File: src/csr_pkg.sv
package csr_pkg;

    localparam logic [11:0] CSR_MSTATUS = 12'h300;
    localparam logic [11:0] CSR_MTVEC   = 12'h305;
    localparam logic [11:0] CSR_MEPC    = 12'h341;
    localparam logic [11:0] CSR_MCAUSE  = 12'h342;

    localparam logic [63:0] MSTATUS_RESET = 64'ha00001800; // SXL and UXL fixed at 64 bits.

    localparam int MSTATUS_MIE_BIT  = 3;
    localparam int MSTATUS_MPIE_BIT = 7;

    localparam logic [63:0] CAUSE_ILLEGAL_INSTR = 64'd2;
    localparam logic [63:0] CAUSE_ECALL_M       = 64'd11;

    localparam logic [6:0] OPCODE_SYSTEM = 7'b1110011;

    localparam logic [2:0] FUNCT3_CSRRW  = 3'b001;
    localparam logic [2:0] FUNCT3_CSRRS  = 3'b010;
    localparam logic [2:0] FUNCT3_CSRRC  = 3'b011;
    localparam logic [2:0] FUNCT3_CSRRWI = 3'b101;
    localparam logic [2:0] FUNCT3_CSRRSI = 3'b110;
    localparam logic [2:0] FUNCT3_CSRRCI = 3'b111;

    localparam logic [31:0] INSTR_ECALL = 32'h00000073;
    localparam logic [31:0] INSTR_MRET  = 32'h30200073;

    typedef enum logic [2:0] {
        CSR_KIND_RW,
        CSR_KIND_RS,
        CSR_KIND_RC,
        CSR_KIND_ECALL,
        CSR_KIND_MRET,
        CSR_KIND_ILLEGAL
    } csr_kind_e;

    typedef struct packed {
        logic [31:0] instr;
        logic [63:0] pc;
        logic [63:0] rs1_data;
    } sys_req_t;

    typedef struct packed {
        csr_kind_e   kind;
        logic [11:0] addr;
        logic [4:0]  rd;
        logic        rd_wen;
        logic        csr_wen;
        logic        use_imm;
        logic [4:0]  zimm;
    } csr_op_t;

    typedef struct packed {
        logic [4:0]  rd;
        logic        rd_wen;
        logic [63:0] rd_data;
        logic        redirect;
        logic [63:0] target;
    } sys_rsp_t;

endpackage

File: src/csr_decode.sv
`timescale 1ns/1ns

module csr_decode (
    input  logic [31:0]      instr,
    output csr_pkg::csr_op_t op
);

    import csr_pkg::*;

    logic [6:0] opcode;
    logic [2:0] funct3;
    logic [4:0] rs1_field;
    logic [4:0] rd_field;
    logic       is_access;

    assign opcode    = instr[6:0];
    assign funct3    = instr[14:12];
    assign rs1_field = instr[19:15];
    assign rd_field  = instr[11:7];

    always_comb begin
        is_access  = 1'b0;
        op.kind    = CSR_KIND_ILLEGAL;
        op.addr    = instr[31:20];
        op.rd      = rd_field;
        op.zimm    = rs1_field; // Same bits hold rs1 or the immediate.
        op.use_imm = funct3[2];
        op.csr_wen = 1'b0;

        if (instr == INSTR_ECALL) begin
            op.kind = CSR_KIND_ECALL;
        end else if (instr == INSTR_MRET) begin
            op.kind = CSR_KIND_MRET;
        end else if (opcode == OPCODE_SYSTEM) begin
            case (funct3)
                FUNCT3_CSRRW, FUNCT3_CSRRWI: begin
                    op.kind    = CSR_KIND_RW;
                    op.csr_wen = 1'b1;
                    is_access  = 1'b1;
                end
                FUNCT3_CSRRS, FUNCT3_CSRRSI: begin
                    op.kind    = CSR_KIND_RS;
                    op.csr_wen = (rs1_field != 5'd0); // x0 or zero mask is a pure read.
                    is_access  = 1'b1;
                end
                FUNCT3_CSRRC, FUNCT3_CSRRCI: begin
                    op.kind    = CSR_KIND_RC;
                    op.csr_wen = (rs1_field != 5'd0);
                    is_access  = 1'b1;
                end
                default: begin
                    op.kind = CSR_KIND_ILLEGAL;
                end
            endcase
        end

        op.rd_wen = is_access && (rd_field != 5'd0);
    end

endmodule

File: src/csr_file.sv
`timescale 1ns/1ns

module csr_file (
    input  logic        I_sys_clk,
    input  logic        I_rst,
    input  logic        wen,
    input  logic [11:0] wr_addr,
    input  logic [63:0] wr_data,
    input  logic        trap,
    input  logic [63:0] trap_pc,
    input  logic [63:0] trap_cause,
    input  logic        mret,
    input  logic [11:0] rd_addr,
    output logic [63:0] rd_data,
    output logic        addr_valid
);

    import csr_pkg::*;

    logic [63:0] mstatus;
    logic [63:0] mtvec;
    logic [63:0] mepc;
    logic [63:0] mcause;
    logic [63:0] csr_value;

    // Only one of wen, trap and mret is high in any cycle.
    always_ff @(posedge I_sys_clk) begin
        if (I_rst) begin
            mstatus <= MSTATUS_RESET;
            mtvec   <= '0;
            mepc    <= '0;
            mcause  <= '0;
        end else if (wen) begin
            case (wr_addr)
                CSR_MSTATUS: mstatus <= wr_data;
                CSR_MTVEC:   mtvec   <= wr_data;
                CSR_MEPC:    mepc    <= wr_data;
                CSR_MCAUSE:  mcause  <= wr_data;
                default: ;
            endcase
        end else if (trap) begin
            mepc   <= trap_pc;
            mcause <= trap_cause; // mstatus is left as it is on trap entry.
        end else if (mret) begin
            mstatus[MSTATUS_MIE_BIT]  <= mstatus[MSTATUS_MPIE_BIT];
            mstatus[MSTATUS_MPIE_BIT] <= 1'b1;
        end
    end

    always_comb begin
        addr_valid = 1'b1;
        case (rd_addr)
            CSR_MSTATUS: csr_value = mstatus;
            CSR_MTVEC:   csr_value = mtvec;
            CSR_MEPC:    csr_value = mepc;
            CSR_MCAUSE:  csr_value = mcause;
            default: begin
                csr_value  = '0;
                addr_valid = 1'b0;
            end
        endcase
    end

    // Trap and MRET take the read port to supply the redirect target.
    always_comb begin
        if (trap) begin
            rd_data = mtvec;
        end else if (mret) begin
            rd_data = mepc;
        end else begin
            rd_data = csr_value;
        end
    end

endmodule

File: src/csr_exec.sv
`timescale 1ns/1ns

module csr_exec (
    input  logic              I_sys_clk,
    input  logic              I_rst,
    input  logic              req_valid,
    input  csr_pkg::sys_req_t req,
    input  csr_pkg::csr_op_t  op,
    output logic              csr_wen,
    output logic [11:0]       csr_wr_addr,
    output logic [63:0]       csr_wr_data,
    output logic              csr_trap,
    output logic [63:0]       csr_trap_pc,
    output logic [63:0]       csr_trap_cause,
    output logic              csr_mret,
    output logic [11:0]       csr_rd_addr,
    input  logic [63:0]       csr_rd_data,
    input  logic              csr_addr_valid,
    output logic              rsp_valid,
    output csr_pkg::sys_rsp_t rsp
);

    import csr_pkg::*;

    logic        is_access;
    logic [63:0] operand;
    logic        redirect_d;
    logic        rd_wen_d;
    logic        redirect_q;
    logic        rd_wen_q;
    logic [4:0]  rd_q;
    logic [63:0] rd_data_q;
    logic [63:0] target_q;

    assign is_access = (op.kind == CSR_KIND_RW) || (op.kind == CSR_KIND_RS) ||
                       (op.kind == CSR_KIND_RC);
    assign operand   = op.use_imm ? {59'd0, op.zimm} : req.rs1_data;

    assign csr_rd_addr = op.addr;
    assign csr_wr_addr = op.addr;

    // An access to an address the CSR file does not hold is illegal.
    assign csr_trap = req_valid && ((op.kind == CSR_KIND_ECALL) ||
                                    (op.kind == CSR_KIND_ILLEGAL) ||
                                    (is_access && !csr_addr_valid));
    assign csr_trap_pc    = req.pc;
    assign csr_trap_cause = (op.kind == CSR_KIND_ECALL) ? CAUSE_ECALL_M : CAUSE_ILLEGAL_INSTR;
    assign csr_mret       = req_valid && (op.kind == CSR_KIND_MRET);
    assign csr_wen        = req_valid && is_access && csr_addr_valid && op.csr_wen;

    always_comb begin
        case (op.kind)
            CSR_KIND_RW: csr_wr_data = operand;
            CSR_KIND_RS: csr_wr_data = csr_rd_data | operand;
            CSR_KIND_RC: csr_wr_data = csr_rd_data & ~operand;
            default:     csr_wr_data = csr_rd_data;
        endcase
    end

    assign redirect_d = csr_trap || csr_mret;
    assign rd_wen_d   = req_valid && is_access && !csr_trap && op.rd_wen;

    always_ff @(posedge I_sys_clk) begin
        if (I_rst) begin
            rsp_valid  <= 1'b0;
            redirect_q <= 1'b0;
            rd_wen_q   <= 1'b0;
        end else begin
            rsp_valid  <= req_valid;
            redirect_q <= redirect_d;
            rd_wen_q   <= rd_wen_d;
        end
    end

    // The read port holds mtvec on a trap and mepc on MRET.
    always_ff @(posedge I_sys_clk) begin
        if (req_valid) begin
            rd_q      <= op.rd;
            rd_data_q <= rd_wen_d ? csr_rd_data : '0;
            target_q  <= redirect_d ? csr_rd_data : '0;
        end
    end

    assign rsp = '{rd: rd_q, rd_wen: rd_wen_q, rd_data: rd_data_q,
                   redirect: redirect_q, target: target_q};

endmodule

File: src/csr_unit.sv
`timescale 1ns/1ns

module csr_unit (
    input  logic              I_sys_clk,
    input  logic              I_rst,
    input  logic              req_valid,
    input  csr_pkg::sys_req_t req,
    output logic              rsp_valid,
    output csr_pkg::sys_rsp_t rsp
);

    import csr_pkg::*;

    csr_op_t     op;
    logic        csr_wen;
    logic [11:0] csr_wr_addr;
    logic [63:0] csr_wr_data;
    logic        csr_trap;
    logic [63:0] csr_trap_pc;
    logic [63:0] csr_trap_cause;
    logic        csr_mret;
    logic [11:0] csr_rd_addr;
    logic [63:0] csr_rd_data;
    logic        csr_addr_valid;

    csr_decode u_csr_decode (
        .instr (req.instr),
        .op    (op)
    );

    csr_exec u_csr_exec (
        .I_sys_clk      (I_sys_clk),
        .I_rst          (I_rst),
        .req_valid      (req_valid),
        .req            (req),
        .op             (op),
        .csr_wen        (csr_wen),
        .csr_wr_addr    (csr_wr_addr),
        .csr_wr_data    (csr_wr_data),
        .csr_trap       (csr_trap),
        .csr_trap_pc    (csr_trap_pc),
        .csr_trap_cause (csr_trap_cause),
        .csr_mret       (csr_mret),
        .csr_rd_addr    (csr_rd_addr),
        .csr_rd_data    (csr_rd_data),
        .csr_addr_valid (csr_addr_valid),
        .rsp_valid      (rsp_valid),
        .rsp            (rsp)
    );

    csr_file u_csr_file (
        .I_sys_clk  (I_sys_clk),
        .I_rst      (I_rst),
        .wen        (csr_wen),
        .wr_addr    (csr_wr_addr),
        .wr_data    (csr_wr_data),
        .trap       (csr_trap),
        .trap_pc    (csr_trap_pc),
        .trap_cause (csr_trap_cause),
        .mret       (csr_mret),
        .rd_addr    (csr_rd_addr),
        .rd_data    (csr_rd_data),
        .addr_valid (csr_addr_valid)
    );

endmodule

File: config.mk
export PLATFORM = sky130hd
export DESIGN_NAME = csr_unit
export DESIGN_NICKNAME = d
export VERILOG_FILES = /design/src/csr_pkg.sv /design/src/csr_decode.sv /design/src/csr_file.sv /design/src/csr_exec.sv /design/src/csr_unit.sv
export SDC_FILE = /design/constraint.sdc
export NUM_CORES = 1
export LEC_CHECK = 0
export BUFFER_PORTS_ARGS = -buffer_cell sky130_fd_sc_hd__buf_2
export CORE_MARGIN = 2
export CORE_UTILIZATION = 55
export CTS_CLUSTER_SIZE = 30
export DETAILED_ROUTE_END_ITERATION = 8
export GPL_ROUTABILITY_DRIVEN = 1
export MAX_ROUTING_LAYER = met4
export PLACE_DENSITY_LB_ADDON = 0.2
export REMOVE_ABC_BUFFERS = 1
export SYNTH_ARGS = -nofsm -noshare
export SYNTH_HDL_FRONTEND = slang
export SYNTH_SLANG_ARGS = --single-unit
export TNS_END_PERCENT = 1
File: constraint.sdc
create_clock -name I_sys_clk -period 3.68 [get_ports I_sys_clk]
set_input_delay 0.552 -clock I_sys_clk [delete_from_list [all_inputs] [get_ports I_sys_clk]]
set_output_delay 0.552 -clock I_sys_clk [all_outputs]
set_load 0.02 [all_outputs]
# After elaboration in Yosys (flattened, before gate mapping)
# Index checks and enable logic that the tools add are counted.
totals:
  output_inout_bits: 136
  word_cells: 100
  register_bits: 392
  in_bits: 163
op_classes:
  n_reduce_logical: 32
  n_eq_ne: 22
  n_bitwise: 3
  n_mux: 32
ops:
  columns: ["op", "count"]
  rows:
  - ["$mux W64", 9]
  - ["$pmux W64 S4", 1]
  - ["$pmux W64 S3", 1]
  - ["$and A64 B64 Y64", 1]
  - ["$not A64 Y64", 1]
  - ["$or A64 B64 Y64", 1]
  - ["$eq A12 B10 Y1 const B", 4]
  - ["$eq A32 B30 Y1 const B", 1]
  - ["$eq A32 B7 Y1 const B", 1]
  - ["$eq A3 B3 Y1 const B", 5]
  - ["$mux W1", 14]
  - ["$eq A3 B2 Y1 const B", 4]
  - ["$reduce_bool A5 Y1", 2]
  - ["$logic_and A1 B1 Y1", 9]
  - ["$mux W3", 3]
  - ["$pmux W3 S3", 1]
  - ["$mux W8", 1]
  - ["$reduce_and A2 Y1", 4]
  - ["$reduce_or A4 Y1", 2]
  - ["$eq A7 B7 Y1 const B", 1]
  - ["$eq A3 B1 Y1 const B", 2]
  - ["$ne A2 B1 Y1 const B", 3]
  - ["$reduce_or A2 Y1", 3]
  - ["$reduce_or A6 Y1", 1]
  - ["other kinds (8)", 14]

# Longest topological paths before layout
# Gate-level depths: netlist (run 1).
logic_depth:
  ltp_word: 17
  mapped_depth: 13
  ltp_nobuf: 7

# Cells and area by module
# Synthesis (run 1) repeated with hierarchy kept, for this count alone.
unflattened:
  hier_cells: 2262
  hier_area_um2: 20936.3
by_module_without_submodules:
  columns: ["mod", "seq_area_each_um2", "cells_each", "instances", "area_per_inst_um2"]
  rows:
  - ["csr_file", 5124.9, 1475, 1, 12791.0]
  - ["csr_exec", 4053.9, 741, 1, 7811.2]
  - ["csr_decode", 0.0, 46, 1, 334.1]

# Worst setup path after synthesis (run 1)
# OpenSTA, ideal clock, no wires.
synth_timing:
  path_type: "input-to-reg"
  start: "input port req[153] (netlist name)"
  end: "register u_csr_file.mepc[24]"
  stages: 11
  setup_ns: 0.114
  slack_ns: 0.781
  t_required_ns: 3.566
  arrival_time_ns: 2.785
  n_path_buf: 4
  path_cell_list: "or4_1 buf_4 nor3_4 o2111a_2 nand3_2 and2_1 buf_2 buf_6 buf_6 a31oi_1 a21bo_1"
synth_between:
  elab_chain_cells: 14
  elab_cells_between_ends: 40
  classes_between: "eq/ne (12); mux (11); bitwise (2); reduce/logical (15)"
synth_rtl:
  columns: ["item", "line_no", "rtl"]
  rows:
  - ["start, declared", "csr_unit.sv:7", "input csr_pkg::sys_req_t req,"]
  - ["$eq A32 B30 Y1", "csr_decode.sv:32", "end else if (instr == INSTR_MRET) begin"]
  - ["$mux W3", "csr_decode.sv:32", null]
  - ["$mux W3", "csr_decode.sv:30", "if (instr == INSTR_ECALL) begin"]
  - ["$eq A3 B1 Y1 / $logic_not A3 Y1 (equally long branches)", "csr_exec.sv:35, csr_exec.sv:52", null]
  - ["$logic_or A1 B1 Y1 (2 in series)", "csr_exec.sv:35", "assign is_access = (op.kind == CSR_KIND_RW) || (op.kind == CSR_KIND_RS) ||"]
  - ["$logic_and A1 B1 Y1", "csr_exec.sv:45", "(is_access && !csr_addr_valid));"]
  - ["$logic_or A1 B1 Y1", "csr_exec.sv:44", "(op.kind == CSR_KIND_ILLEGAL) ||"]
  - ["$logic_and A1 B1 Y1", "csr_exec.sv:43", "assign csr_trap = req_valid && ((op.kind == CSR_KIND_ECALL) ||"]
  - ["$mux W64", "csr_file.sv:66", "if (trap) begin"]
  - ["$and A64 B64 Y64 / $or A64 B64 Y64 (equally long branches)", "csr_exec.sv:55, csr_exec.sv:54", null]
  - ["$pmux W64 S3", "csr_exec.sv:52", "case (op.kind)"]
  - ["$mux W64", "csr_file.sv:34", "case (wr_addr)"]
  - ["$mux W64", "csr_file.sv:33", "end else if (wen) begin"]
  - ["end signal, assigned", "csr_file.sv:37", "CSR_MEPC: mepc <= wr_data;"]
  - ["end signal, assigned", "csr_file.sv:42", "mepc <= trap_pc;"]
  - ["end, declared", "csr_file.sv:22", "logic [63:0] mepc;"]
# Several ways; a longest one is shown, not always the timed one. The select of a mux whose other input is x is not followed.
# A chain may end at the register's enable or synchronous reset.

# Worst setup path after layout (run 1)
layout_timing:
  start: "input port req[153] (netlist name)"
  end: "register u_csr_file.mstatus[15]"
layout_between:
  elab_chain_cells: 12
  elab_cells_between_ends: 36
  classes_between: "eq/ne (11); mux (9); bitwise (2); reduce/logical (14)"
layout_rtl:
  columns: ["item", "line_no", "rtl"]
  rows:
  - ["$eq A32 B30 Y1", "csr_decode.sv:32", null]
  - ["$mux W3", "csr_decode.sv:32", null]
  - ["$mux W3", "csr_decode.sv:30", null]
  - ["$eq A3 B1 Y1 / $logic_not A3 Y1 (equally long branches)", "csr_exec.sv:35, csr_exec.sv:52", null]
  - ["$logic_or A1 B1 Y1 (2 in series)", "csr_exec.sv:35", null]
  - ["$logic_and A1 B1 Y1", "csr_exec.sv:45", null]
  - ["$logic_or A1 B1 Y1", "csr_exec.sv:44", null]
  - ["$logic_and A1 B1 Y1", "csr_exec.sv:43", null]
  - ["$mux W64", "csr_file.sv:66", null]
  - ["$and A64 B64 Y64 / $or A64 B64 Y64 (equally long branches)", "csr_exec.sv:55, csr_exec.sv:54", null]
  - ["$pmux W64 S3", "csr_exec.sv:52", null]
  - ["end signal, assigned", "csr_file.sv:35", "CSR_MSTATUS: mstatus <= wr_data;"]
  - ["end signal, assigned by index", "csr_file.sv:45", "mstatus[MSTATUS_MIE_BIT] <= mstatus[MSTATUS_MPIE_BIT];"]
  - ["end, declared", "csr_file.sv:20", "logic [63:0] mstatus;"]
# Several ways; a longest one is shown, not always the timed one.

==> results of run 1 <==
per-stage QoR:
step | std cells | TNS [ns] | utilization (%) | worst slack, ns | total power [mW]
after floorplan | 1747 | -500.75 | - | -2.21 | 5.24
after global placement | 2589 | 0 | 61.5 | 0.186 | 5.69
after detailed placement | 2589 | 0 | 61.5 | 0.153 | 5.71
after CTS | 2665 | 0 | 65.3 | 0.719 | 9.92
after global routing | 2669 | 0 | 65.3 | 0.408 | 10.2
final | 2669 | 0 | 65.3 | 0.640 | 9.96
final timing paths:
path / to / slack, ns / cells after the start
max: u_csr_file.mstatus[15]$_SDFFE_PP0P_ / 0.64 / 11
min reg2reg: u_csr_file.mcause[43]$_SDFFE_PP0P_ / 0.47 / 1
min: u_csr_exec.rd_q[1]$_DFFE_PP_ / 0.19 / 1
max reg2reg: u_csr_file.mepc[50]$_SDFFE_PP0P_ / 1.42 / 7
layout by cell type, fill, tap and decap left out, drive strengths merged, types with 41 or more instances in the layout:
cell type | Yosys | routed
a32oi | 41 | 41
dfxtp | 259 | 259
o21ai | 118 | 118
a22o | 200 | 200
edfxtp | 133 | 133
clkbuf | 150 | 57
a221oi | 43 | 43
and4 | 54 | 54
nand2 | 55 | 55
nor2 | 144 | 144
a21oi | 63 | 63
a222oi | 57 | 57
buf | 70 | 381
or4 | 44 | 44
and3 | 52 | 52
per-layer routing:
metal	GRT usage (%)	up-vias	routed length, um
li1	-	8385	-
met1	48.4	9316	27500
met2	56.5	1517	31800
met3	8.26	257	8490
met4	17.0	0	2980
met5	-	-	0
worst max-delay path: cells and delay by family:
kind / cells / cell delay, ns
simple gates: 2 / 1.05
compound gates: 5 / 0.91
buf+inv: 4 / 0.97
cells by family after synthesis:
| family | share of synthesized area (%) |
|---|---|
| simple gates | 16.9 |
| flops | 46.1 |
| compound gates | 31.1 |
| mux | 0.553 |
| xor+xnor | 0.264 |
| buf+inv | 5.12 |
power by group through the flow:
stage	Combinational (mW)	Clock (mW)	Sequential, mW
after floorplan	0.398	0	4.84
after global placement	0.948	0	4.74
after detailed placement	0.966	0	4.74
after CTS	0.972	4.30	4.65
after global routing	1.05	4.47	4.66
final	0.993	4.31	4.65
state kept, by name (all words and copies together) (netlist names):
name / cells
u_csr_exec.rd_data_q: 64
u_csr_file.mepc: 64
u_csr_file.mtvec: 64
u_csr_exec.target_q: 64
u_csr_exec.rd_wen_q: 1
u_csr_exec.redirect_q: 1
u_csr_file.mstatus: 64
u_csr_file.mcause: 64
u_csr_exec.rsp_valid: 1
u_csr_exec.rd_q: 5
layout make-up:
type | count | area share (%)
repair buffers | 381 | 9.91
well taps | 461 | 2.48
clock inverters | 19 | 0.875
multi-input cells | 1348 | 42.1
clock buffers | 57 | 5.02
inverters | 7 | 0.134
diodes | 4 | 0.0430
flip-flops and latches | 392 | 39.4
==> results.yml, run 1 <==
logic_synthesis:
  synth.ff_latch_count: 392
  synth_enable_flop_cells: 133
  synth_top_cells_by_count: "sky130_fd_sc_hd__dfxtp_1 (259), sky130_fd_sc_hd__a22o_1 (200), sky130_fd_sc_hd__clkbuf_1 (150), sky130_fd_sc_hd__nor2_1 (143), sky130_fd_sc_hd__edfxtp_1 (133)"
  synth_warnings: 0
  synth-async-reset-ratio_pct: 0
  synthesis.area_sq_mm: 0.0199
  syn-mean-instance-area_sq_um: 10.1
  ys.flop_type: "sky130_fd_sc_hd__dfxtp_1"
  synthDominantCellAreaShare_pct: 26.0
  ys_seq_area_share_pct: 46.1
  yosysUniqueCellTypes: 77
  yosys.cell_count.top_type: "sky130_fd_sc_hd__dfxtp_1"
  syn_inst: 1967
  netlist_top_cells_area: "sky130_fd_sc_hd__dfxtp_1 (26%), sky130_fd_sc_hd__edfxtp_1 (20%), sky130_fd_sc_hd__a22o_1 (8.8%), sky130_fd_sc_hd__a222oi_1 (2.9%), sky130_fd_sc_hd__clkbuf_1 (2.8%)"
  synthDominantAreaCellType: "sky130_fd_sc_hd__dfxtp_1"
placement:
  io_buffers: 298
  detailed_place_hpwl_mm: 43.1
  placed_cell_area_sq_mm: 0.0219
  routabilityCongestion: 0.910
power:
  irDropWorstVdd_uv: 390
  net-switching-power_mw: 2.52
  sequentialPowerShare_pct: 46.8
  p_clk_share_pct: 43.3
  share_comb_of_total_power_pct: 10.0
  power_per_cell_area_mw_per_mm2: 427
  internal_power_mw: 7.43
  static_leakage_power_nw: 9.30
  netSwitchingFraction_pct: 25.4
clock_tree:
  cts.root.buffer_cell: "sky130_fd_sc_hd__clkbuf_16"
  clock_tree.htree_level_count: 2
  cts_hold_repair.buffers: 0
  cts.clk_slew.worst_paths_ns: 0.06
  clock_tree_from_tritoncts: "yes"
  numClockSinks: 392
  cts_setup_buffers: 0
  clockBufferDepth: 3
  cts-resized-gates: 0
  cts-buffers-inserted: 42
  clock_insertion_delay_worst_skew_ns: 0.57
final_layout:
  layout.area.seq_sq_mm: 0.00918
  drive_gt1_share_pct: 25.8
  area_of_all_placed_cells_without_fillers_sq_mm: 0.0233
  layout_net_count: 2335
  nFillCells: 2843
  multi_input_combinational_cell_area_sq_mm: 0.00982
  area.growth.synth_to_final_pct: 17.0
global_routing:
  grt_start_max_net_pins: 120
  globalRouteOverflowTotal: 0
  antenna_violations_before_repair: 4
  first_global_vias: 19200
  wire_length_of_the_first_global_routing_pass_mm: 109
  global_route.usage.total_pct: 37.5
setup_path:
  timing.critical_path.slowest_cell_delay_ns: 0.72
  cp_slowest_cell: "sky130_fd_sc_hd__or4_1"
  crit_fanout: 51
  cp_cell_sequence: "buf_2 -> or4_1 -> buf_4 -> nor4_4 -> buf_12 -> buf_4 -> a222oi_1 -> o21ai_0 -> a32oi_1 -> a221oi_2 -> a22o_1"
  data_arrival_at_the_endpoint_of_the_critical_path_ns: 3.53
  rr_startpoint: "u_csr_file.mtvec[50]$_SDFFE_PP0P_"
  start_kind: "primary input"
  critical-path-top-cell-by-count: "sky130_fd_sc_hd__buf_4"
  required_ns: 4.17
  cp-end-kind: "flip-flop"
  critical_path_class: "primary input to flip-flop"
  timing.critical_path.from: "req[153]"
sta:
  setup_viol: 0
  holdWs_ns: 0.192
  fin_crit_ns: 3.04
  slew-limit-headroom_pct: 11.6
  tightestPinTransition_ns: 1.32
  timing.final.hold_violations: 0
  maxSlewViolCount: 0
  maximum_clock_skew_at_final_layout_ns: 0.0225
  rsz0062_at_grt: "no"
  fmaxAchievable_ghz: 0.329
  timing.final.crit_share_pct: 82.6
routing:
  vias: 19500
  totalWireLength_mm: 70.8
  detail_route.iter0.violations: 2586
  vias_per_cell: 7.30
  routedWlPerCell_um: 26.5
  antenna_violating_nets_left: 0
  post-route-drc-count: 17
  detail_route.first_pass.iterations: 9
hold_path:
  holdCritPathClass: "primary input to flip-flop"
  worstHoldStart: "req[136]"
floorplanning:
  dieWidth_um: 194
  die_y_um: 194
  initial_core_util_pct: 55.9
  core_region_area_sq_mm: 0.0357
  die-area_sq_mm: 0.0378
  rows: 69
  pin_count: 299
run:
  cap_violations: 0
status:
  failing_checks: "design-rule violations"
  result_of_the_run: "complete, but fails checks"
No activity file was read; power rests on OpenSTA's default activity.
==> inputs of run 2 (changes only) <==
- clock period: 3.68 -> 3 ns (I/O delays scaled with it)
==> run 2 against run 1 <==
The flow still finishes with violations (design-rule violations). Sequential cell count unchanged. Wire length increased by 3.1%. Clock-buffer cell count fell by 3. Final cell count increased by 4.4%.
==> results.yml, run 2 (synthesis results as in run 1) <==
sta:
  timing.final.crit_share_pct: 89.9
  holdWs_ns: 0.0632
  fin_crit_ns: 2.70
  maximum_clock_skew_at_final_layout_ns: 0.0269
  fmaxAchievable_ghz: 0.371
  slew-limit-headroom_pct: 15.6
  setup_viol: 0
  timing.final.hold_violations: 0
  maxSlewViolCount: 0
  tightestPinTransition_ns: 1.26
  rsz0062_at_grt: "no"
floorplanning:
  core_region_area_sq_mm: 0.0357
  die-area_sq_mm: 0.0378
  dieWidth_um: 194
  pin_count: 299
  die_y_um: 194
  initial_core_util_pct: 55.9
  rows: 69
status:
  result_of_the_run: "complete, but fails checks"
  failing_checks: "design-rule violations"
final_layout:
  layout_net_count: 2450
  drive_gt1_share_pct: 29.7
  area.growth.synth_to_final_pct: 23.6
  nFillCells: 2687
  multi_input_combinational_cell_area_sq_mm: 0.00982
  instances_no_fill: 2787
  layout.area.seq_sq_mm: 0.00918
  highest_count_cells_in_the_layout_ignoring_fill_and_taps: "sky130_fd_sc_hd__buf_2 (297), sky130_fd_sc_hd__dfxtp_1 (259), sky130_fd_sc_hd__a22o_1 (200), sky130_fd_sc_hd__buf_4 (147), sky130_fd_sc_hd__nor2_1 (139)"
  area_of_all_placed_cells_without_fillers_sq_mm: 0.0246
  layout_commonest_cell: "sky130_fd_sc_hd__buf_2"
placement:
  io_buffers: 298
  detailed_place_hpwl_mm: 45.5
  routabilityCongestion: 0.979
  numPlacedInstances: 2704
  placed_cell_area_sq_mm: 0.0232
routing:
  detail_route.first_pass.iterations: 9
  vias_per_cell: 7.17
  post-route-drc-count: 22
  vias: 20000
  totalWireLength_mm: 72.9
  antenna_violating_nets_left: 0
  detail_route.iter0.violations: 3158
  routedWlPerCell_um: 26.2
hold_path:
  timing.hold.worst_path_depth: 1
  holdCritPathClass: "primary input to flip-flop"
power:
  share_comb_of_total_power_pct: 10.8
  p_clk_share_pct: 42.7
  power_per_cell_area_mw_per_mm2: 499
  netSwitchingFraction_pct: 26.0
  irDropWorstVdd_uv: 582
  static_leakage_power_nw: 10.0
  sequentialPowerShare_pct: 46.5
  net-switching-power_mw: 3.19
  internal_power_mw: 9.10
global_routing:
  first_global_vias: 19800
  global_route.usage.total_pct: 38.6
  antenna_violations_before_repair: 6
  globalRouteOverflowTotal: 0
  wire_length_of_the_first_global_routing_pass_mm: 112
  grt_start_max_net_pins: 160
clock_tree:
  cts-buffers-inserted: 42
  cts_hold_repair.buffers: 0
  cts-resized-gates: 0
  clockBufferDepth: 3
  cts.clk_slew.worst_paths_ns: 0.06
  clock_insertion_delay_worst_skew_ns: 0.59
  numClockSinks: 392
  clock_tree_from_tritoncts: "yes"
  cts_setup_buffers: 0
  clock_tree.htree_level_count: 2
  cts.root.buffer_cell: "sky130_fd_sc_hd__clkbuf_16"
setup_path:
  critical_path_class: "primary input to flip-flop"
  data_arrival_at_the_endpoint_of_the_critical_path_ns: 3.17
  start_kind: "primary input"
  cp-end-kind: "flip-flop"
  reg2reg_depth: 7
  required_ns: 3.47
  crit_fanout: 20
run:
  cap_violations: 0
[run 2: cell types whose count changed in the layout (fill, tap and decap cells not counted), moves of 2 or more]
cell,before,now
sky130_fd_sc_hd__buf_12,15,51
sky130_fd_sc_hd__buf_4,68,147
sky130_fd_sc_hd__bufinv_16,4,2
sky130_fd_sc_hd__clkbuf_1,11,5
sky130_fd_sc_hd__clkbuf_8,2,5
sky130_fd_sc_hd__clkinv_1,6,8
sky130_fd_sc_hd__clkinv_2,8,13
sky130_fd_sc_hd__clkinvlp_4,2,0
[run 2: layer usage]
| layer | part of all wire (%) | global-route usage (%) | vias to the layer above |
|---|---|---|---|
| met5 | 0 | - | - |
| li1 | - | - | 8580 |
| met3 | 12 | 8.26 | 288 |
| met2 | 45 | 58.9 | 1512 |
| met1 | 39 | 49.0 | 9614 |
| met4 | 4.6 | 18.4 | 0 |
[run 2: critical path, cell delays in order]
cell,delay [ns]
sky130_fd_sc_hd__buf_2,0.10
sky130_fd_sc_hd__or3b_2,0.52
sky130_fd_sc_hd__nor4_1,0.59
sky130_fd_sc_hd__buf_4,0.22
sky130_fd_sc_hd__and3_4,0.27
sky130_fd_sc_hd__buf_12,0.20
sky130_fd_sc_hd__nor4_1,0.08
sky130_fd_sc_hd__nor4_1,0.31
sky130_fd_sc_hd__o211ai_1,0.13
sky130_fd_sc_hd__a311oi_1,0.28
[run 2: final cells by class]
type                       instances  share of cell area [%]
inverter                           7                   0.127
clock inverter                    24                   0.757
sequential                       392                    37.3
antenna                            5                  0.0508
tap                              461                    2.34
clock buffer                      54                    4.83
timing repair buffer             496                    14.7
multi-input combinational       1348                    39.9
[run 2: per-stage QoR]
stage	utilization (%)	setup TNS, ns	setup slack, ns	total power, mW
after CTS	69.0	0	0.403	12.3
final	69.0	0	0.302	12.3
after detailed placement	65.2	-14.91	-0.145	7.12
after global placement	65.2	-3.85	-0.0856	7.09
after floorplan	-	-723.86	-2.79	6.43
after global routing	69.0	0	0.199	12.6
[run 2: path summary, 6_finish.rpt]
kind,from,to,slack (ns)
worst min-delay path,req[137],u_csr_exec.rd_q[2]$_DFFE_PP_,0.06
worst max-delay path,req[131],u_csr_file.mepc[59]$_SDFFE_PP0P_,0.30
worst max register to register,u_csr_file.mtvec[53]$_SDFFE_PP0P_,u_csr_file.mepc[53]$_SDFFE_PP0P_,0.77
worst min register to register,u_csr_file.mcause[47]$_SDFFE_PP0P_,u_csr_file.mcause[47]$_SDFFE_PP0P_,0.47
[run 2: power groups by stage]
stage                     Clock, mW  Combinational, mW  Sequential (mW)
final                          5.25               1.33             5.71
after global routing           5.48               1.40             5.72
after CTS                      5.26               1.30             5.71
after detailed placement          0               1.30             5.82
after global placement            0               1.27             5.82
after floorplan                   0              0.489             5.94
